[src/logic/mips_pkg.sv]
package mips_pkg;

  // Data path width
  localparam int XLEN = 32;

  // Operation queue between decoder and execute unit
  localparam int QUEUE_DEPTH = 4;
  localparam int QUEUE_PTR_W = $clog2(QUEUE_DEPTH);

  // One quotient bit per divider step
  localparam int DIV_STEPS = 32;
  localparam int DIV_CNT_W = $clog2(DIV_STEPS);

  // Primary opcode field, instruction bits 31:26
  typedef enum logic [5:0] {
    OP_SPECIAL = 6'h00,
    OP_ADDI    = 6'h08,
    OP_ADDIU   = 6'h09,
    OP_SLTI    = 6'h0a,
    OP_SLTIU   = 6'h0b,
    OP_ANDI    = 6'h0c,
    OP_ORI     = 6'h0d,
    OP_XORI    = 6'h0e,
    OP_LUI     = 6'h0f,
    OP_LW      = 6'h23,
    OP_SW      = 6'h2b
  } opcode_t;

  // Function field of SPECIAL, instruction bits 5:0
  typedef enum logic [5:0] {
    FUNC_SLL   = 6'h00,
    FUNC_SRL   = 6'h02,
    FUNC_SRA   = 6'h03,
    FUNC_SLLV  = 6'h04,
    FUNC_SRLV  = 6'h06,
    FUNC_SRAV  = 6'h07,
    FUNC_MULT  = 6'h18,
    FUNC_MULTU = 6'h19,
    FUNC_DIV   = 6'h1a,
    FUNC_DIVU  = 6'h1b,
    FUNC_ADD   = 6'h20,
    FUNC_ADDU  = 6'h21,
    FUNC_SUB   = 6'h22,
    FUNC_SUBU  = 6'h23,
    FUNC_AND   = 6'h24,
    FUNC_OR    = 6'h25,
    FUNC_XOR   = 6'h26,
    FUNC_NOR   = 6'h27
  } func_t;

  // Operation carried from decoder to execute unit
  typedef enum logic [4:0] {
    ALU_SLL, ALU_SRL, ALU_SRA,
    ALU_ADD, ALU_ADDU, ALU_SUB, ALU_SUBU,
    ALU_AND, ALU_OR, ALU_XOR, ALU_NOR,
    ALU_SLT, ALU_SLTU, ALU_LUI,
    ALU_MULT, ALU_MULTU, ALU_DIV, ALU_DIVU
  } alu_op_t;

  // Destination of a result
  typedef enum logic [1:0] {
    RES_RD   = 2'd0,
    RES_RT   = 2'd1,
    RES_ADDR = 2'd2,
    RES_HILO = 2'd3
  } res_kind_t;

endpackage
[src/logic/op_if.sv]
`timescale 1ns/10ps

interface op_if
  import mips_pkg::*;
();

  logic            push;
  logic            full;
  logic            pop;
  logic            empty;

  // Operation as written by the producer
  alu_op_t         wr_alu_op;
  logic [XLEN-1:0] wr_opnd_a;
  logic [XLEN-1:0] wr_opnd_b;
  logic [4:0]      wr_shamt;
  res_kind_t       wr_kind;

  // Operation at the queue head
  alu_op_t         rd_alu_op;
  logic [XLEN-1:0] rd_opnd_a;
  logic [XLEN-1:0] rd_opnd_b;
  logic [4:0]      rd_shamt;
  res_kind_t       rd_kind;

  modport producer (
    output push, wr_alu_op, wr_opnd_a, wr_opnd_b, wr_shamt, wr_kind,
    input  full
  );

  modport queue (
    input  push, wr_alu_op, wr_opnd_a, wr_opnd_b, wr_shamt, wr_kind, pop,
    output full, empty, rd_alu_op, rd_opnd_a, rd_opnd_b, rd_shamt, rd_kind
  );

  modport consumer (
    output pop,
    input  empty, rd_alu_op, rd_opnd_a, rd_opnd_b, rd_shamt, rd_kind
  );

endinterface

[src/logic/execute_unit.sv]
`timescale 1ns/10ps

module execute_unit
  import mips_pkg::*;
(
  input  logic            clk,
  input  logic            arst_n_i,
  op_if.consumer          rd_bus,
  output logic            result_valid_o,
  output logic [XLEN-1:0] result_o,
  output res_kind_t       kind_o,
  output logic            overflow_o,
  output logic [XLEN-1:0] hi_o,
  output logic [XLEN-1:0] lo_o
);

  logic              busy;
  logic              pop;
  logic              is_div;
  logic              is_mul;
  logic              start_div;
  logic              div_done;
  logic [XLEN-1:0]   quotient;
  logic [XLEN-1:0]   remainder;
  logic [XLEN-1:0]   a;
  logic [XLEN-1:0]   b;
  logic [XLEN-1:0]   sum;
  logic [XLEN-1:0]   diff;
  logic [2*XLEN-1:0] mul_a;
  logic [2*XLEN-1:0] mul_b;
  logic [2*XLEN-1:0] product;
  logic [XLEN-1:0]   alu_res;
  logic              alu_ovf;
  logic [2*XLEN-1:0] hilo;

  assign a         = rd_bus.rd_opnd_a;
  assign b         = rd_bus.rd_opnd_b;
  assign pop       = !rd_bus.empty && !busy;
  assign rd_bus.pop = pop;
  assign is_div    = rd_bus.rd_alu_op inside {ALU_DIV, ALU_DIVU};
  assign is_mul    = rd_bus.rd_alu_op inside {ALU_MULT, ALU_MULTU};
  assign start_div = pop && is_div;

  assign sum  = a + b;
  assign diff = a - b;

  // One 64-bit multiplier, operands extended by signedness
  assign mul_a   = (rd_bus.rd_alu_op == ALU_MULT) ? {{XLEN{a[XLEN-1]}}, a} : {{XLEN{1'b0}}, a};
  assign mul_b   = (rd_bus.rd_alu_op == ALU_MULT) ? {{XLEN{b[XLEN-1]}}, b} : {{XLEN{1'b0}}, b};
  assign product = mul_a * mul_b;

  always_comb begin
    alu_res = sum;
    alu_ovf = 1'b0;
    case (rd_bus.rd_alu_op)
      ALU_SLL:  alu_res = a << rd_bus.rd_shamt;
      ALU_SRL:  alu_res = a >> rd_bus.rd_shamt;
      ALU_SRA:  alu_res = $signed(a) >>> rd_bus.rd_shamt;
      ALU_ADD: begin
        // Same operand signs but a different result sign
        alu_res = sum;
        alu_ovf = (a[XLEN-1] == b[XLEN-1]) && (sum[XLEN-1] != a[XLEN-1]);
      end
      ALU_ADDU: alu_res = sum;
      ALU_SUB: begin
        alu_res = diff;
        alu_ovf = (a[XLEN-1] != b[XLEN-1]) && (diff[XLEN-1] != a[XLEN-1]);
      end
      ALU_SUBU: alu_res = diff;
      ALU_AND:  alu_res = a & b;
      ALU_OR:   alu_res = a | b;
      ALU_XOR:  alu_res = a ^ b;
      ALU_NOR:  alu_res = ~(a | b);
      ALU_SLT:  alu_res = {{(XLEN-1){1'b0}}, $signed(a) < $signed(b)};
      ALU_SLTU: alu_res = {{(XLEN-1){1'b0}}, a < b};
      ALU_LUI:  alu_res = {a[XLEN/2-1:0], {(XLEN/2){1'b0}}};
      ALU_MULT, ALU_MULTU: alu_res = product[XLEN-1:0];
      default:  alu_res = sum;
    endcase
  end

  divider i_divider (
    .clk         (clk),
    .arst_n_i    (arst_n_i),
    .start_i     (start_div),
    .signed_i    (rd_bus.rd_alu_op == ALU_DIV),
    .dividend_i  (a),
    .divisor_i   (b),
    .done_o      (div_done),
    .quotient_o  (quotient),
    .remainder_o (remainder)
  );

  always_ff @(posedge clk or negedge arst_n_i) begin
    if (!arst_n_i) begin
      busy           <= 1'b0;
      result_valid_o <= 1'b0;
      overflow_o     <= 1'b0;
      hilo           <= '0;
    end else begin
      result_valid_o <= 1'b0;
      overflow_o     <= 1'b0;
      if (div_done) begin
        // HI gets the remainder, LO the quotient
        busy           <= 1'b0;
        result_valid_o <= 1'b1;
        hilo           <= {remainder, quotient};
      end else if (start_div) begin
        busy <= 1'b1;
      end else if (pop) begin
        result_valid_o <= 1'b1;
        overflow_o     <= alu_ovf;
        if (is_mul) begin
          hilo <= product;
        end
      end
    end
  end

  always_ff @(posedge clk) begin
    if (div_done) begin
      result_o <= quotient;
      kind_o   <= RES_HILO;
    end else if (pop && !is_div) begin
      result_o <= alu_res;
      kind_o   <= rd_bus.rd_kind;
    end
  end

  assign hi_o = hilo[2*XLEN-1:XLEN];
  assign lo_o = hilo[XLEN-1:0];

endmodule

[src/logic/divider.sv]
`timescale 1ns/10ps

module divider
  import mips_pkg::*;
(
  input  logic            clk,
  input  logic            arst_n_i,
  input  logic            start_i,
  input  logic            signed_i,
  input  logic [XLEN-1:0] dividend_i,
  input  logic [XLEN-1:0] divisor_i,
  output logic            done_o,
  output logic [XLEN-1:0] quotient_o,
  output logic [XLEN-1:0] remainder_o
);

  logic                 running;
  logic [DIV_CNT_W-1:0] step_cnt;
  logic [XLEN-1:0]      rem;
  logic [XLEN-1:0]      quo;
  logic [XLEN-1:0]      dvs;
  logic                 neg_q;
  logic                 neg_r;
  logic                 dvd_neg;
  logic                 dvs_neg;
  logic [XLEN:0]        rem_shift;
  logic [XLEN:0]        trial;

  assign dvd_neg = signed_i && dividend_i[XLEN-1];
  assign dvs_neg = signed_i && divisor_i[XLEN-1];

  // Bring down the next dividend bit and try to subtract
  assign rem_shift = {rem, quo[XLEN-1]};
  assign trial     = rem_shift - {1'b0, dvs};

  always_ff @(posedge clk) begin
    if (start_i) begin
      rem   <= '0;
      quo   <= dvd_neg ? -dividend_i : dividend_i;
      dvs   <= dvs_neg ? -divisor_i : divisor_i;
      neg_q <= dvd_neg ^ dvs_neg;
      neg_r <= dvd_neg;
    end else if (running) begin
      if (!trial[XLEN]) begin
        rem <= trial[XLEN-1:0];
        quo <= {quo[XLEN-2:0], 1'b1};
      end else begin
        rem <= rem_shift[XLEN-1:0];
        quo <= {quo[XLEN-2:0], 1'b0};
      end
    end
  end

  always_ff @(posedge clk or negedge arst_n_i) begin
    if (!arst_n_i) begin
      running  <= 1'b0;
      step_cnt <= '0;
      done_o   <= 1'b0;
    end else begin
      done_o <= 1'b0;
      if (start_i) begin
        running  <= 1'b1;
        step_cnt <= '0;
      end else if (running) begin
        step_cnt <= step_cnt + 1'b1;
        if (step_cnt == DIV_CNT_W'(DIV_STEPS - 1)) begin
          running <= 1'b0;
          done_o  <= 1'b1;
        end
      end
    end
  end

  // A zero divisor leaves all ones and the dividend magnitude before the fix-up
  assign quotient_o  = neg_q ? -quo : quo;
  assign remainder_o = neg_r ? -rem : rem;

endmodule

[src/flat_wrapper.sv]
// flat-port wrapper written by rule: the top's interface ports become plain ports
module execute_unit_flat import mips_pkg::*;
  (clk, arst_n_i, result_valid_o, result_o, kind_o, overflow_o, hi_o, lo_o, rd_bus_pop, rd_bus_empty, rd_bus_rd_alu_op, rd_bus_rd_opnd_a, rd_bus_rd_opnd_b, rd_bus_rd_shamt, rd_bus_rd_kind);
  op_if rd_bus_i ();
  input  logic clk;
  input  logic arst_n_i;
  output logic result_valid_o;
  output logic [XLEN-1:0] result_o;
  output res_kind_t kind_o;
  output logic overflow_o;
  output logic [XLEN-1:0] hi_o;
  output logic [XLEN-1:0] lo_o;
  output wire logic [$bits(rd_bus_i.pop)-1:0] rd_bus_pop;
  input wire logic [$bits(rd_bus_i.empty)-1:0] rd_bus_empty;
  input wire logic [$bits(rd_bus_i.rd_alu_op)-1:0] rd_bus_rd_alu_op;
  input wire logic [$bits(rd_bus_i.rd_opnd_a)-1:0] rd_bus_rd_opnd_a;
  input wire logic [$bits(rd_bus_i.rd_opnd_b)-1:0] rd_bus_rd_opnd_b;
  input wire logic [$bits(rd_bus_i.rd_shamt)-1:0] rd_bus_rd_shamt;
  input wire logic [$bits(rd_bus_i.rd_kind)-1:0] rd_bus_rd_kind;
  assign rd_bus_pop = rd_bus_i.pop;
  assign rd_bus_i.empty = rd_bus_empty;
  assign rd_bus_i.rd_alu_op = rd_bus_rd_alu_op;
  assign rd_bus_i.rd_opnd_a = rd_bus_rd_opnd_a;
  assign rd_bus_i.rd_opnd_b = rd_bus_rd_opnd_b;
  assign rd_bus_i.rd_shamt = rd_bus_rd_shamt;
  assign rd_bus_i.rd_kind = rd_bus_rd_kind;
  execute_unit u_core (.clk(clk), .arst_n_i(arst_n_i), .rd_bus(rd_bus_i), .result_valid_o(result_valid_o), .result_o(result_o), .kind_o(kind_o), .overflow_o(overflow_o), .hi_o(hi_o), .lo_o(lo_o));
endmodule
[config.mk]
export PLATFORM = sky130hd
export DESIGN_NAME = execute_unit_flat
export DESIGN_NICKNAME = d
export VERILOG_FILES = /design/src/logic/mips_pkg.sv /design/src/logic/op_if.sv /design/src/logic/execute_unit.sv /design/src/logic/divider.sv /design/src/flat_wrapper.sv
export SDC_FILE = /design/constraint.sdc
export NUM_CORES = 2
export LEC_CHECK = 0
export ABC_AREA = 1
export BUFFER_PORTS_ARGS = -buffer_cell sky130_fd_sc_hd__buf_2
export CORE_UTILIZATION = 40
export CTS_CLUSTER_SIZE = 25
export DETAILED_ROUTE_END_ITERATION = 8
export PLACE_DENSITY = 0.57
export SKIP_LAST_GASP = 1
export SYNTH_ARGS = -nofsm -noshare
export SYNTH_HDL_FRONTEND = slang
export SYNTH_SLANG_ARGS = --single-unit
[constraint.sdc]
create_clock -name clk -period 3.4 [get_ports clk]
set_input_delay 0.34 -clock clk [delete_from_list [all_inputs] [get_ports clk]]
set_output_delay 0.34 -clock clk [all_outputs]
set_load 0.03 [all_outputs]
==> run_results.csv <==
group,metric,value,unit
worst_setup_path,worstPathMaxFanout,4,
die,io_pins,180,
global_routing,overflow,0,
cells_and_area,layout-drive-gt1-share,28.51,%
logic_synthesis,synthCells,9542,
die,fp.dieH,424.9,um
die,core,176900,um2
cells_and_area,areaGrowthSynthToFinish,36.20,%
logic_synthesis,syn_area_per_cell,7.499,um2
die,start_util,40.45,%
logic_synthesis,synth_nets,11490,
place,dp_hpwl,329500,um
routing,drt-met1-wl,152000,um
logic_synthesis,yosysWarnings,0,
worst_setup_path,end_kind,"register",
cells_and_area,fillers,16630,
worst_setup_path,r2r-start,"u_core.i_divider.quo[31]",
die,die_w,424.9,um
timing,slew-limit-headroom,38.24,%
cells_and_area,nNetsFinal,13260,
run_status,violations,"negative setup slack",
clocking,cts_inserted_buffers,24,
run_status,status,"finished, violations left",
routing,highest_layer,"met5",
timing,worst_slack,-4.942,ns
timing,period_share,245.4,%
timing,hold_violations,0,
routing,drt-total-wl,384200,um
routing,drc_errors,0,
logic_synthesis,yosysTopAreaCell,"fa_1",
worst_setup_path,crit_path_start_kind,"input pin",
place,gp_congestion,1.151,
logic_synthesis,synth_most_common_cell,"inv_1",
worst_setup_path,required,3.85,ns
timing,setup_viol,91,
timing,fmax,0.1199,GHz
routing,met2_wirelength,162000,um
logic_synthesis,netlist_top_cells_area,"fa_1 40%, inv_1 13%, nand2_1 12%, ha_1 7.7%, edfxtp_1 4.1%",
min_path,hp-start,"rd_bus_rd_kind[0]",
clocking,cts_tree,"built",
clocking,htreeDepth,1,
global_routing,grt_pass1_vias,73870,
logic_synthesis,ys.flop_type,"edfxtp_1",
place,post-place-ws,-6.057,ns
die,dieArea,180600,um2
run,maxCapViolCount,0,
logic_synthesis,netlist_area,71550,um2
clocking,clk_path_buf_depth,3,
global_routing,grt_pass1_wl,536000,um
logic_synthesis,ys_types,69,
routing,routedWlPerCell,28.07,um
logic_synthesis,ys_async_sr_fraction,35.92,%
min_path,hold_path.class,"input pin to register",
routing,drtAntennaViolNets,0,
timing,tns,-346.75,ns
timing,rsz0062_at_grt,"yes",
logic_synthesis,synth_seq_cells,206,
routing,viasPerCell,5.351,
cells_and_area,utilization,55.10,%
timing,clock_skew,0.01296,ns
routing,num_vias,73250,
worst_setup_path,arrival,8.79,ns
die,rows,154,
logic_synthesis,synthTopCellsByCount,"2,434 x inv_1, 2,246 x nand2_1, 1,422 x fa_1",
clocking,clockRootBuffer,"clkbuf_16",
clocking,clock_latency,0.56,ns
place,portBuffers,179,
worst_setup_path,cpPeakStageDelay,0.63,ns
timing,min_period,8.342,ns
logic_synthesis,synth-edff-count,98,
clocking,clkTransAtPathRegs,0.06,ns
worst_setup_path,crit_top_cell,"inv_2",
routing,wl_met3,36700,um
worst_setup_path,critPathKind,"input pin to register",
global_routing,grt_usage,42.03,%
timing,max_slew.worst_pin.slew,0.9167,ns
routing,initialDrtViolationCount,7842,
logic_synthesis,yosysSeqAreaShare,7.652,%
worst_setup_path,cp-startpoint,"rd_bus_rd_alu_op[1]",
global_routing,grt_max_degree,53,
routing,drt_pass1_iterations,7,
worst_setup_path,crit_path_top_delay_cell,"fa_2",
logic_synthesis,synth_top_area_share,39.78,%
global_routing,antenna_found_initial,34,
timing,slew_violations,0,
clocking,cts.sinks,206,
==> placed cells by master (no fill, tap or decap), types with 56 or more instances in the layout <==
cell type / n
edfxtp_1: 98
nor2_1: 396
buf_4: 1688
o21ai_0: 316
nor2_2: 75
nor2_4: 74
nand2_2: 104
fa_2: 126
nand3_1: 250
buf_6: 137
a21oi_2: 61
nand4_1: 69
fa_1: 1296
nand2_4: 70
inv_2: 178
dfrtp_1: 73
a21oi_1: 280
buf_2: 131
xor2_1: 105
nand2_1: 2071
inv_1: 2269
ha_4: 100
o21ai_1: 97
nor3_1: 56
ha_1: 337
buf_12: 161
==> final cells by class <==
type                            count  area, um2  area share (%)
Multi-Input combinational cell   6449      60060           61.63
Inverter                         2470       9329           9.573
Sequential cell                   206       5477           5.620
Antenna cell                       19      47.55         0.04879
Clock buffer                       33      675.6          0.6933
Timing Repair Buffer             2161      18820           19.32
Clock inverter                     11      112.6          0.1155
Tap cell                         2340       2928           3.004
==> worst paths after layout <==
path / end / slack [ns] / cells after the start
max: u_core.hilo[57] / -4.94 / 39
max reg2reg: u_core.i_divider.rem[0] / 0.33 / 16
min: u_core.kind_o[0] / 0.01 / 2
min reg2reg: u_core.i_divider.rem[20] / 0.49 / 2
min in group asynchronous: u_core.hilo[14] / 0.38 / 2
max in group asynchronous: u_core.hilo[45] / 2.21 / 3
==> stage by stage <==
| stage | area (um2) | hold slack, ns | std cells |
|---|---|---|---|
| after floorplan | 74730 | 0.04441 | 9542 |
| after global placement | 90270 | 0.4217 | 13430 |
| after detailed placement | 90270 | 0.4281 | 13430 |
| after CTS | 93390 | 0.005248 | 13550 |
| after global routing | 97430 | 0.02004 | 13680 |
| final | 97450 | 0.01408 | 13690 |
==> logic make-up (layout without fill, tap and decap cells) <==
family	Yosys count	after routing	share of synthesized area, %
adder cells (fa/ha/maj)	1864	1864	47.51
AO/OA/AOI/OAI	1097	1097	8.656
flip-flops	206	206	7.652
other	0	19	0
multiplexers	9	9	0.1277
buffers and inverters	2887	4675	15.30
AND/OR/NAND/NOR	3328	3328	18.91
XOR/XNOR	151	151	1.848
==> layer usage <==
| metal | vias to the layer above | track usage (%) |
|---|---|---|
| met2 | 3683 | 62.63 |
| li1 | 31930 | - |
| met1 | 36720 | 55.31 |
| met3 | 895 | 8.560 |
| met5 | - | 0 |
| met4 | 24 | 27.64 |
==> registers in the layout, summed over array words and instances, names as in the netlist <==
signal / cells
u_core.i_divider.dvs: 32
u_core.i_divider.neg_r: 1
u_core.overflow_o: 1
u_core.busy: 1
u_core.result_valid_o: 1
u_core.i_divider.step_cnt: 5
u_core.kind_o: 2
u_core.i_divider.quo: 32
u_core.i_divider.rem: 32
u_core.i_divider.running: 1
u_core.i_divider.neg_q: 1
u_core.i_divider.done_o: 1
u_core.result_o: 32
u_core.hilo: 64
==> timing repair <==
item,CTS,global route
endpoints found under the hold margin,43,0
setup endpoints to repair,96,100
pin swaps,240,418
cloned,3,4
hold buffers,1,0
resized for setup,464,761
setup buffers,75,141
==> worst max-delay path, delay by kind of cell <==
kind / cells / cell delay (ns)
AND/OR/NAND/NOR: 14 / 1.43
adder cells (fa/ha/maj): 11 / 5.65
buffers and inverters: 14 / 1.32
Power is not shown: default switching activity piles up to over one toggle a cycle in this logic, so the estimate is an artifact.
