### config.mk
export PLATFORM = sky130hd
export DESIGN_NAME = instr_decode_flat
export DESIGN_NICKNAME = d
export VERILOG_FILES = /design/src/logic/mips_pkg.sv /design/src/logic/op_if.sv /design/src/logic/instr_decode.sv /design/src/flat_wrapper.sv
export SDC_FILE = /design/constraint.sdc
export NUM_CORES = 1
export LEC_CHECK = 0
export BUFFER_PORTS_ARGS = -buffer_cell sky130_fd_sc_hd__buf_4
export CAP_MARGIN = 20
export CORE_MARGIN = 2
export CORE_UTILIZATION = 50
export CTS_CLUSTER_SIZE = 10
export DETAILED_ROUTE_END_ITERATION = 8
export GPL_ROUTABILITY_DRIVEN = 0
export HOLD_SLACK_MARGIN = 0.06
export PLACE_DENSITY = 0.86
export SLEW_MARGIN = 30
export SYNTH_ARGS = -nofsm -noshare
export SYNTH_HDL_FRONTEND = slang
export SYNTH_SLANG_ARGS = --single-unit
### constraint.sdc
create_clock -name clk -period 0.85 [get_ports clk]
set_input_delay 0.17 -clock clk [delete_from_list [all_inputs] [get_ports clk]]
set_output_delay 0.17 -clock clk [all_outputs]
set_load 0.05 [all_outputs]
### src/logic/mips_pkg.sv
package mips_pkg;

  // Data path width
  localparam int XLEN = 32;

  // Operation queue between decoder and execute unit
  localparam int QUEUE_DEPTH = 4;
  localparam int QUEUE_PTR_W = $clog2(QUEUE_DEPTH);

  // One quotient bit per divider step
  localparam int DIV_STEPS = 32;
  localparam int DIV_CNT_W = $clog2(DIV_STEPS);

  // Primary opcode field, instruction bits 31:26
  typedef enum logic [5:0] {
    OP_SPECIAL = 6'h00,
    OP_ADDI    = 6'h08,
    OP_ADDIU   = 6'h09,
    OP_SLTI    = 6'h0a,
    OP_SLTIU   = 6'h0b,
    OP_ANDI    = 6'h0c,
    OP_ORI     = 6'h0d,
    OP_XORI    = 6'h0e,
    OP_LUI     = 6'h0f,
    OP_LW      = 6'h23,
    OP_SW      = 6'h2b
  } opcode_t;

  // Function field of SPECIAL, instruction bits 5:0
  typedef enum logic [5:0] {
    FUNC_SLL   = 6'h00,
    FUNC_SRL   = 6'h02,
    FUNC_SRA   = 6'h03,
    FUNC_SLLV  = 6'h04,
    FUNC_SRLV  = 6'h06,
    FUNC_SRAV  = 6'h07,
    FUNC_MULT  = 6'h18,
    FUNC_MULTU = 6'h19,
    FUNC_DIV   = 6'h1a,
    FUNC_DIVU  = 6'h1b,
    FUNC_ADD   = 6'h20,
    FUNC_ADDU  = 6'h21,
    FUNC_SUB   = 6'h22,
    FUNC_SUBU  = 6'h23,
    FUNC_AND   = 6'h24,
    FUNC_OR    = 6'h25,
    FUNC_XOR   = 6'h26,
    FUNC_NOR   = 6'h27
  } func_t;

  // Operation carried from decoder to execute unit
  typedef enum logic [4:0] {
    ALU_SLL, ALU_SRL, ALU_SRA,
    ALU_ADD, ALU_ADDU, ALU_SUB, ALU_SUBU,
    ALU_AND, ALU_OR, ALU_XOR, ALU_NOR,
    ALU_SLT, ALU_SLTU, ALU_LUI,
    ALU_MULT, ALU_MULTU, ALU_DIV, ALU_DIVU
  } alu_op_t;

  // Destination of a result
  typedef enum logic [1:0] {
    RES_RD   = 2'd0,
    RES_RT   = 2'd1,
    RES_ADDR = 2'd2,
    RES_HILO = 2'd3
  } res_kind_t;

endpackage
### src/logic/op_if.sv
`timescale 1ns/10ps

interface op_if
  import mips_pkg::*;
();

  logic            push;
  logic            full;
  logic            pop;
  logic            empty;

  // Operation as written by the producer
  alu_op_t         wr_alu_op;
  logic [XLEN-1:0] wr_opnd_a;
  logic [XLEN-1:0] wr_opnd_b;
  logic [4:0]      wr_shamt;
  res_kind_t       wr_kind;

  // Operation at the queue head
  alu_op_t         rd_alu_op;
  logic [XLEN-1:0] rd_opnd_a;
  logic [XLEN-1:0] rd_opnd_b;
  logic [4:0]      rd_shamt;
  res_kind_t       rd_kind;

  modport producer (
    output push, wr_alu_op, wr_opnd_a, wr_opnd_b, wr_shamt, wr_kind,
    input  full
  );

  modport queue (
    input  push, wr_alu_op, wr_opnd_a, wr_opnd_b, wr_shamt, wr_kind, pop,
    output full, empty, rd_alu_op, rd_opnd_a, rd_opnd_b, rd_shamt, rd_kind
  );

  modport consumer (
    output pop,
    input  empty, rd_alu_op, rd_opnd_a, rd_opnd_b, rd_shamt, rd_kind
  );

endinterface

### src/logic/instr_decode.sv
`timescale 1ns/10ps

module instr_decode
  import mips_pkg::*;
(
  input  logic            clk,
  input  logic            arst_n_i,
  input  logic            instr_valid_i,
  input  logic [XLEN-1:0] instr_i,
  input  logic [XLEN-1:0] rs_i,
  input  logic [XLEN-1:0] rt_i,
  op_if.producer          wr_bus
);

  opcode_t         opcode;
  func_t           funct;
  logic [XLEN-1:0] sign_imm;
  logic [XLEN-1:0] zero_imm;

  logic            op_ok;
  alu_op_t         alu_op;
  logic [XLEN-1:0] opnd_a;
  logic [XLEN-1:0] opnd_b;
  logic [4:0]      shamt;
  res_kind_t       kind;

  assign opcode   = opcode_t'(instr_i[31:26]);
  assign funct    = func_t'(instr_i[5:0]);
  assign sign_imm = {{(XLEN-16){instr_i[15]}}, instr_i[15:0]};
  assign zero_imm = {{(XLEN-16){1'b0}}, instr_i[15:0]};

  always_comb begin
    op_ok  = 1'b1;
    alu_op = ALU_ADDU;
    opnd_a = rs_i;
    opnd_b = rt_i;
    shamt  = instr_i[10:6];
    kind   = RES_RD;
    case (opcode)
      OP_SPECIAL: begin
        case (funct)
          FUNC_SLL:   begin alu_op = ALU_SLL; opnd_a = rt_i; end
          FUNC_SRL:   begin alu_op = ALU_SRL; opnd_a = rt_i; end
          FUNC_SRA:   begin alu_op = ALU_SRA; opnd_a = rt_i; end
          // Variable shifts take the amount from rs
          FUNC_SLLV:  begin alu_op = ALU_SLL; opnd_a = rt_i; shamt = rs_i[4:0]; end
          FUNC_SRLV:  begin alu_op = ALU_SRL; opnd_a = rt_i; shamt = rs_i[4:0]; end
          FUNC_SRAV:  begin alu_op = ALU_SRA; opnd_a = rt_i; shamt = rs_i[4:0]; end
          FUNC_MULT:  begin alu_op = ALU_MULT;  kind = RES_HILO; end
          FUNC_MULTU: begin alu_op = ALU_MULTU; kind = RES_HILO; end
          FUNC_DIV:   begin alu_op = ALU_DIV;   kind = RES_HILO; end
          FUNC_DIVU:  begin alu_op = ALU_DIVU;  kind = RES_HILO; end
          FUNC_ADD:   alu_op = ALU_ADD;
          FUNC_ADDU:  alu_op = ALU_ADDU;
          FUNC_SUB:   alu_op = ALU_SUB;
          FUNC_SUBU:  alu_op = ALU_SUBU;
          FUNC_AND:   alu_op = ALU_AND;
          FUNC_OR:    alu_op = ALU_OR;
          FUNC_XOR:   alu_op = ALU_XOR;
          FUNC_NOR:   alu_op = ALU_NOR;
          default:    op_ok  = 1'b0;
        endcase
      end
      OP_ADDI:  begin alu_op = ALU_ADD;  opnd_b = sign_imm; kind = RES_RT; end
      OP_ADDIU: begin alu_op = ALU_ADDU; opnd_b = sign_imm; kind = RES_RT; end
      OP_SLTI:  begin alu_op = ALU_SLT;  opnd_b = sign_imm; kind = RES_RT; end
      // Sign-extended immediate, compared as unsigned
      OP_SLTIU: begin alu_op = ALU_SLTU; opnd_b = sign_imm; kind = RES_RT; end
      OP_ANDI:  begin alu_op = ALU_AND;  opnd_b = zero_imm; kind = RES_RT; end
      OP_ORI:   begin alu_op = ALU_OR;   opnd_b = zero_imm; kind = RES_RT; end
      OP_XORI:  begin alu_op = ALU_XOR;  opnd_b = zero_imm; kind = RES_RT; end
      OP_LUI:   begin alu_op = ALU_LUI;  opnd_a = zero_imm; kind = RES_RT; end
      OP_LW, OP_SW: begin
        alu_op = ALU_ADDU;
        opnd_b = sign_imm;
        kind   = RES_ADDR;
      end
      default:  op_ok = 1'b0;
    endcase
  end

  // Dropped when the queue reports full or the instruction is unsupported
  always_ff @(posedge clk or negedge arst_n_i) begin
    if (!arst_n_i) begin
      wr_bus.push <= 1'b0;
    end else begin
      wr_bus.push <= instr_valid_i && op_ok && !wr_bus.full;
    end
  end

  always_ff @(posedge clk) begin
    if (instr_valid_i) begin
      wr_bus.wr_alu_op <= alu_op;
      wr_bus.wr_opnd_a <= opnd_a;
      wr_bus.wr_opnd_b <= opnd_b;
      wr_bus.wr_shamt  <= shamt;
      wr_bus.wr_kind   <= kind;
    end
  end

endmodule

### src/flat_wrapper.sv
// flat-port wrapper written by rule: the top's interface ports become plain ports
module instr_decode_flat import mips_pkg::*;
  (clk, arst_n_i, instr_valid_i, instr_i, rs_i, rt_i, wr_bus_push, wr_bus_wr_alu_op, wr_bus_wr_opnd_a, wr_bus_wr_opnd_b, wr_bus_wr_shamt, wr_bus_wr_kind, wr_bus_full);
  op_if wr_bus_i ();
  input  logic clk;
  input  logic arst_n_i;
  input  logic instr_valid_i;
  input  logic [XLEN-1:0] instr_i;
  input  logic [XLEN-1:0] rs_i;
  input  logic [XLEN-1:0] rt_i;
  output wire logic [$bits(wr_bus_i.push)-1:0] wr_bus_push;
  output wire logic [$bits(wr_bus_i.wr_alu_op)-1:0] wr_bus_wr_alu_op;
  output wire logic [$bits(wr_bus_i.wr_opnd_a)-1:0] wr_bus_wr_opnd_a;
  output wire logic [$bits(wr_bus_i.wr_opnd_b)-1:0] wr_bus_wr_opnd_b;
  output wire logic [$bits(wr_bus_i.wr_shamt)-1:0] wr_bus_wr_shamt;
  output wire logic [$bits(wr_bus_i.wr_kind)-1:0] wr_bus_wr_kind;
  input wire logic [$bits(wr_bus_i.full)-1:0] wr_bus_full;
  assign wr_bus_push = wr_bus_i.push;
  assign wr_bus_wr_alu_op = wr_bus_i.wr_alu_op;
  assign wr_bus_wr_opnd_a = wr_bus_i.wr_opnd_a;
  assign wr_bus_wr_opnd_b = wr_bus_i.wr_opnd_b;
  assign wr_bus_wr_shamt = wr_bus_i.wr_shamt;
  assign wr_bus_wr_kind = wr_bus_i.wr_kind;
  assign wr_bus_i.full = wr_bus_full;
  instr_decode u_core (.clk(clk), .arst_n_i(arst_n_i), .instr_valid_i(instr_valid_i), .instr_i(instr_i), .rs_i(rs_i), .rt_i(rt_i), .wr_bus(wr_bus_i));
endmodule
==> flow_summary.toml, run 1 <==
[route]
vias = 4353
ant_nets = 0
wl_per_cell_um = 34.54
viasPerCell = 7.067
drt_iter0_drc = 660
wl_um = 21280
drc = 0
firstDrtPassIters = 5

[cts]
cts-htree-levels = 3
cts_tree = "yes"
clock_sinks = 77
numCtsBuffers = 9
clkSlewWorstSetupHoldPaths_ns = 0.09
root_buffer = "clkbuf_8"
cts_max_path_buffers = 2

[timing]
fmax_mhz = 549.2
setup_ws_ns = -0.9707
slew_headroom_pct = 63.73
fin_crit_ns = 1.821
maxSlewViolCount = 0
setup-tns-final_ns = -62.38
worst_pin_slew_ns = 0.5430
fin_crit_sh_pct = 214.2
rsz0062_at_grt = "true"
hold_viol = 0
setup_viol = 154

[critical_path]
start_kind = "input pin"
cp-end-kind = "flop"
cp_data_required_time_ns = 0.96
worstSetupPathType = "input pin to flop"
critical_path_arrival_ns = 1.93
cp_max_fo = 10

[finish]
layout-area-overhead-vs-synth_pct = 83.62
drive_gt1_share_pct = 65.58
antennaDiodeCount = 0
final_util_pct = 95.99
nets = 615

[global_routing]
overflow = 0
grt_pass1_vias = 4043
grt_util_met3_pct = 10.91
antenna_found_initial = 1
grt_pass1_wl_um = 23470
grtUsageMet2_pct = 73.07
grt_max_degree = 29
grt_busiest_layer = "met2"
gr-usage-all-layers_pct = 41.90
gr-usage-met1_pct = 45.57

[power]
pwr_density_cell_mw_per_mm2 = 1736
p_int_w = 0.007535
ir_drop_v = 0.001402
power_frac_seq_pct = 41.6
clockPowerShare_pct = 28.3
p_sw_w = 0.003910
comb_power_share_pct = 30.2
swShare_pct = 34.16
static-leakage-power_nw = 2.918

[synthesis]
yosys-top-cells-area = "edfxtp_1 64%, nand2_1 7.7%, mux2_2 6.3%, a22o_1 3.7%, a21o_1 3.3%"
yosys_warnings = 0
synth_top_area_share_pct = 63.55
ys_ff_latch = 77
synth_nets = 392
ys_seq_area_share_pct = 64.25
syn-cell-area_mm2 = 0.003591
yosys.cell_count.top_type = "edfxtp_1"
synth_edf_count = 76
synthArstFlopShare_pct = 1.299
yosys-top-cells-count = "76 x edfxtp_1, 74 x nand2_1, 20 x mux2_2"
syn_area_per_cell_um2 = 12.30
synth_cell_types = 41
yosysTopAreaCell = "edfxtp_1"
synth_ff_type = "edfxtp_1"
netlist_instances = 292

[floorplan]
io_pins = 177
die_x_um = 88.75
die_area_mm2 = 0.007876
start_util_pct = 52.28
coreArea_mm2 = 0.006869
die_y_um = 88.75
rows = 30

[status]
violations = "setup timing"
status = "finished, violations left"

[placement]
hpwl_um = 7911
io_buffers = 166

[hold_path]
min_path_type = "input pin to flop"

[run]
maxCapViolations = 0
## power groups by stage
stage | Combinational [W] | Clock (W) | Sequential, W
6_report | 0.00345 | 0.00324 | 0.00476
5_1_grt | 0.00349 | 0.00330 | 0.00477
4_1_cts | 0.00299 | 0.00303 | 0.00469
3_5_place_dp | 0.00263 | 0 | 0.00471
3_3_place_gp | 0.00258 | 0 | 0.00470
2_1_floorplan | 0.000400 | 0 | 0.00583
## registers in the layout, indices dropped and copies added (netlist names)
signal	flops
u_core.wr_bus.push	1
u_core.wr_bus.wr_alu_op	5
u_core.wr_bus.wr_kind	2
u_core.wr_bus.wr_opnd_a	32
u_core.wr_bus.wr_opnd_b	32
u_core.wr_bus.wr_shamt	5
## layer usage
metal / wire [um] / share of wire (%)
met1: 6035 / 28
met4: 2637 / 12
met2: 9418 / 44
met3: 3187 / 15
met5: 0 / 0
## stage by stage
stage	std cells	hold slack [ns]	setup WS (ns)	area [um2]	total power [W]
floorplan	292	-0.1256	-0.9103	3719	0.006234
global placement	570	-0.05454	-1.001	5226	0.007288
detailed placement	570	-0.05253	-1.115	5226	0.007343
CTS	608	0.07371	-0.5840	6161	0.01072
global route	616	0.1023	-0.9078	6594	0.01156
finish	616	0.08945	-0.9707	6594	0.01145
## final timing paths
| kind | from | end | slack [ns] | depth (start not counted) |
|---|---|---|---|---|
| min | rs_i[6] | u_core.wr_bus.wr_opnd_a[6] | 0.09 | 2 |
| max in group asynchronous | arst_n_i | u_core.wr_bus.push | 0.59 | 2 |
| min in group asynchronous | arst_n_i | u_core.wr_bus.push | 0.18 | 2 |
| max | instr_i[28] | u_core.wr_bus.wr_opnd_a[16] | -0.97 | 7 |
## final cells by class
class	count	area, um2
Inverter	2	7.507
Fill cell	134	275.3
Sequential cell	77	2307
Tap cell	96	120.1
Multi-Input combinational cell	193	1593
Clock buffer	10	127.6
Timing Repair Buffer	232	2351
Clock inverter	6	87.58
## worst max-delay path, stage by stage
cell	delay, ns
buf_6	0.09
or4_4	0.58
nor4_4	0.29
buf_4	0.24
buf_6	0.16
nand2_1	0.12
o21ai_1	0.28
## logic make-up after synthesis
kind of cell,synth area share [%]
xor gates and xnor gates,0.2439
and+or+nand+nor,12.72
muxes,6.272
AOI/OAI and AO/OA,13.66
buffers and inverters,2.857
DFF,64.25
## layout by cell type, fill, tap and decap left out, types with 8 or more instances in the layout
| cell | n |
|---|---|
| buf_4 | 108 |
| a21o_1 | 16 |
| nand2_1 | 35 |
| mux2_4 | 11 |
| mux2_2 | 9 |
| edfxtp_1 | 76 |
| nand2_2 | 29 |
| buf_12 | 8 |
| a22o_1 | 14 |
| buf_6 | 105 |
| clkbuf_8 | 9 |
| nand2_4 | 10 |
## repair_timing
action	4_1_cts	5_1_grt
setup endpoints to repair	154	154
gates resized for setup	146	89
cloned	5	3
hold endpoints to repair	2	0
hold buffers	2	0
setup buffers	18	10
pin swaps	20	41
Note: power is estimated with default switching activity, not from simulation.
==> run 2, diff against run 1 <==
- CORE_UTILIZATION: 50 -> 46
- PLACE_DENSITY: 0.86 -> 0.8
- clock period: 0.85 -> 2 ns (I/O delays scaled with it)
==> flow_summary.toml, run 2 (synthesized netlist as in run 1, its figures left out) <==
[cts]
root_buffer = "clkbuf_8"
hold_buffers = 1
cts_setup_buffers = 0
cts_tree = "yes"
clock_sinks = 77
clkSlewWorstSetupHoldPaths_ns = 0.08
post_cts_resized = 0
numCtsBuffers = 9
cts-htree-levels = 3
cts_max_path_buffers = 2

[route]
viasPerCell = 5.282
firstDrtPassIters = 5
ant_nets = 0
drc = 0
vias = 3058
wl_um = 9733
wl_per_cell_um = 16.81
drt_iter0_drc = 180

[finish]
drive_gt1_share_pct = 47.80
reg_top3 = "u_core.wr_bus.wr_opnd_a: 32 flops, u_core.wr_bus.wr_opnd_b: 32 flops"
layout-area-overhead-vs-synth_pct = 47.21
layout_common_cells = "185 x buf_4, 76 x edfxtp_1, 74 x nand2_1, 20 x mux2_2, 16 x a21o_1"
nets = 572
antennaDiodeCount = 0
final_common_cell = "buf_4"

[floorplan]
io_pins = 177
rows = 32
die_x_um = 92.36
die_y_um = 92.36
coreArea_mm2 = 0.007647
start_util_pct = 46.96
die_area_mm2 = 0.008529

[global_routing]
gr-usage-all-layers_pct = 22.88
antenna_found_initial = 0
grt_pass1_wl_um = 15040
grt_max_degree = 38
overflow = 0
grt_pass1_vias = 3011

[critical_path]
cp-startpoint = "instr_i[28]"
critical_path_arrival_ns = 1.97
max_stage_delay_ns = 0.56
start_kind = "input pin"
cp-endpoint = "u_core.wr_bus.wr_opnd_a[12]"
cp_common_cell = "buf_4"
worstSetupPathType = "input pin to flop"
cp_slowest_cell = "or4_4"
cp_max_fo = 7
cp-end-kind = "flop"
crit_chain = "buf_4, or4_4, o31ai_1, nand2_1, buf_4, a21o_1"
cp_data_required_time_ns = 2.10

[status]
status = "complete, no violations"

[timing]
hold_viol = 0
fmax_mhz = 536.4
setup-tns-final_ns = 0
fin_crit_sh_pct = 93.21
slew_headroom_pct = 69.84
fin_crit_ns = 1.864
setup_viol = 0
maxSlewViolCount = 0
rsz0062_at_grt = "false"
worst_pin_slew_ns = 0.4524

[power]
pwr_density_cell_mw_per_mm2 = 794.8
static-leakage-power_nw = 2.372
p_total_w = 0.004202
ir_drop_v = 0.0004105

[placement]
io_buffers = 166
hpwl_um = 7119

[run]
maxCapViolations = 0

[hold_path]
min_path_type = "input pin to flop"
whs_path_depth = 3
-- run 2: cell types whose count changed in the layout (fill, tap and decap cells not counted), moves of 5 or more --
cell,previous run,this run
mux2_2,9,20
o21ai_2,7,0
buf_12,8,3
nand2_2,29,0
o21ai_0,1,9
nand2_1,35,74
buf_6,105,0
mux2_4,11,0
buf_4,108,185
buf_8,5,0
nand2_4,10,0
-- run 2: layout make-up --
type | instances | area, um2
inverter | 2 | 7.507
sequential | 77 | 2307
fill | 578 | 2361
clock inverter | 5 | 61.31
clock buffer | 11 | 131.4
tap | 102 | 127.6
multi-input combinational | 193 | 1192
timing repair buffer | 189 | 1459
-- run 2: metrics by stage --
step           instances  utilization [%]  setup slack, ns  hold WS, ns  instance area (um2)
5_1_grt              579            69.13          0.05217       0.3110                 5286
6_report             579            69.13           0.1357       0.2894                 5286
3_5_place_dp         562            66.48          -0.2259       0.1759                 5084
3_3_place_gp         562            66.48          -0.1580       0.1757                 5084
2_1_floorplan        292                -        -0.006733       0.1044                 3607
4_1_cts              579            69.13           0.1444       0.2739                 5286
-- run 2: routing by layer --
| layer | track usage (%) | wire [um] | up-vias |
|---|---|---|---|
| met2 | 39.48 | 4992 | 152 |
| li1 | - | - | 1440 |
| met1 | 28.58 | 3754 | 1450 |
| met5 | 0 | 0 | - |
| met3 | 4.068 | 792 | 16 |
| met4 | 9.204 | 194 | 0 |
-- run 2: worst min path at each step --
stage	start	end	slack, ns
2_1_floorplan	arst_n_i	u_core.wr_bus.push	0.10
3_3_place_gp	arst_n_i	u_core.wr_bus.push	0.18
3_5_place_dp	arst_n_i	u_core.wr_bus.push	0.18
4_1_cts	wr_bus_full	u_core.wr_bus.push	0.27
5_1_grt	rs_i[7]	u_core.wr_bus.wr_opnd_a[7]	0.31
6_report	wr_bus_full	u_core.wr_bus.push	0.29
-- run 2: worst max-delay path, delay by kind of cell --
kind / cells / cell delay (ns)
AO/OA/AOI/OAI: 2 / 0.46
AND/OR/NAND/NOR: 2 / 0.77
buffers and inverters: 2 / 0.33
-- run 2: power by group --
part | internal [W] | leakage (nW) | switching, W | total, W
Clock | 0.000583 | 0.0975 | 0.000574 | 0.00116
Sequential | 0.00193 | 0.756 | 0.0000365 | 0.00196
Combinational | 0.000379 | 1.52 | 0.000703 | 0.00108
Total | 0.00289 | 2.37 | 0.00131 | 0.00420
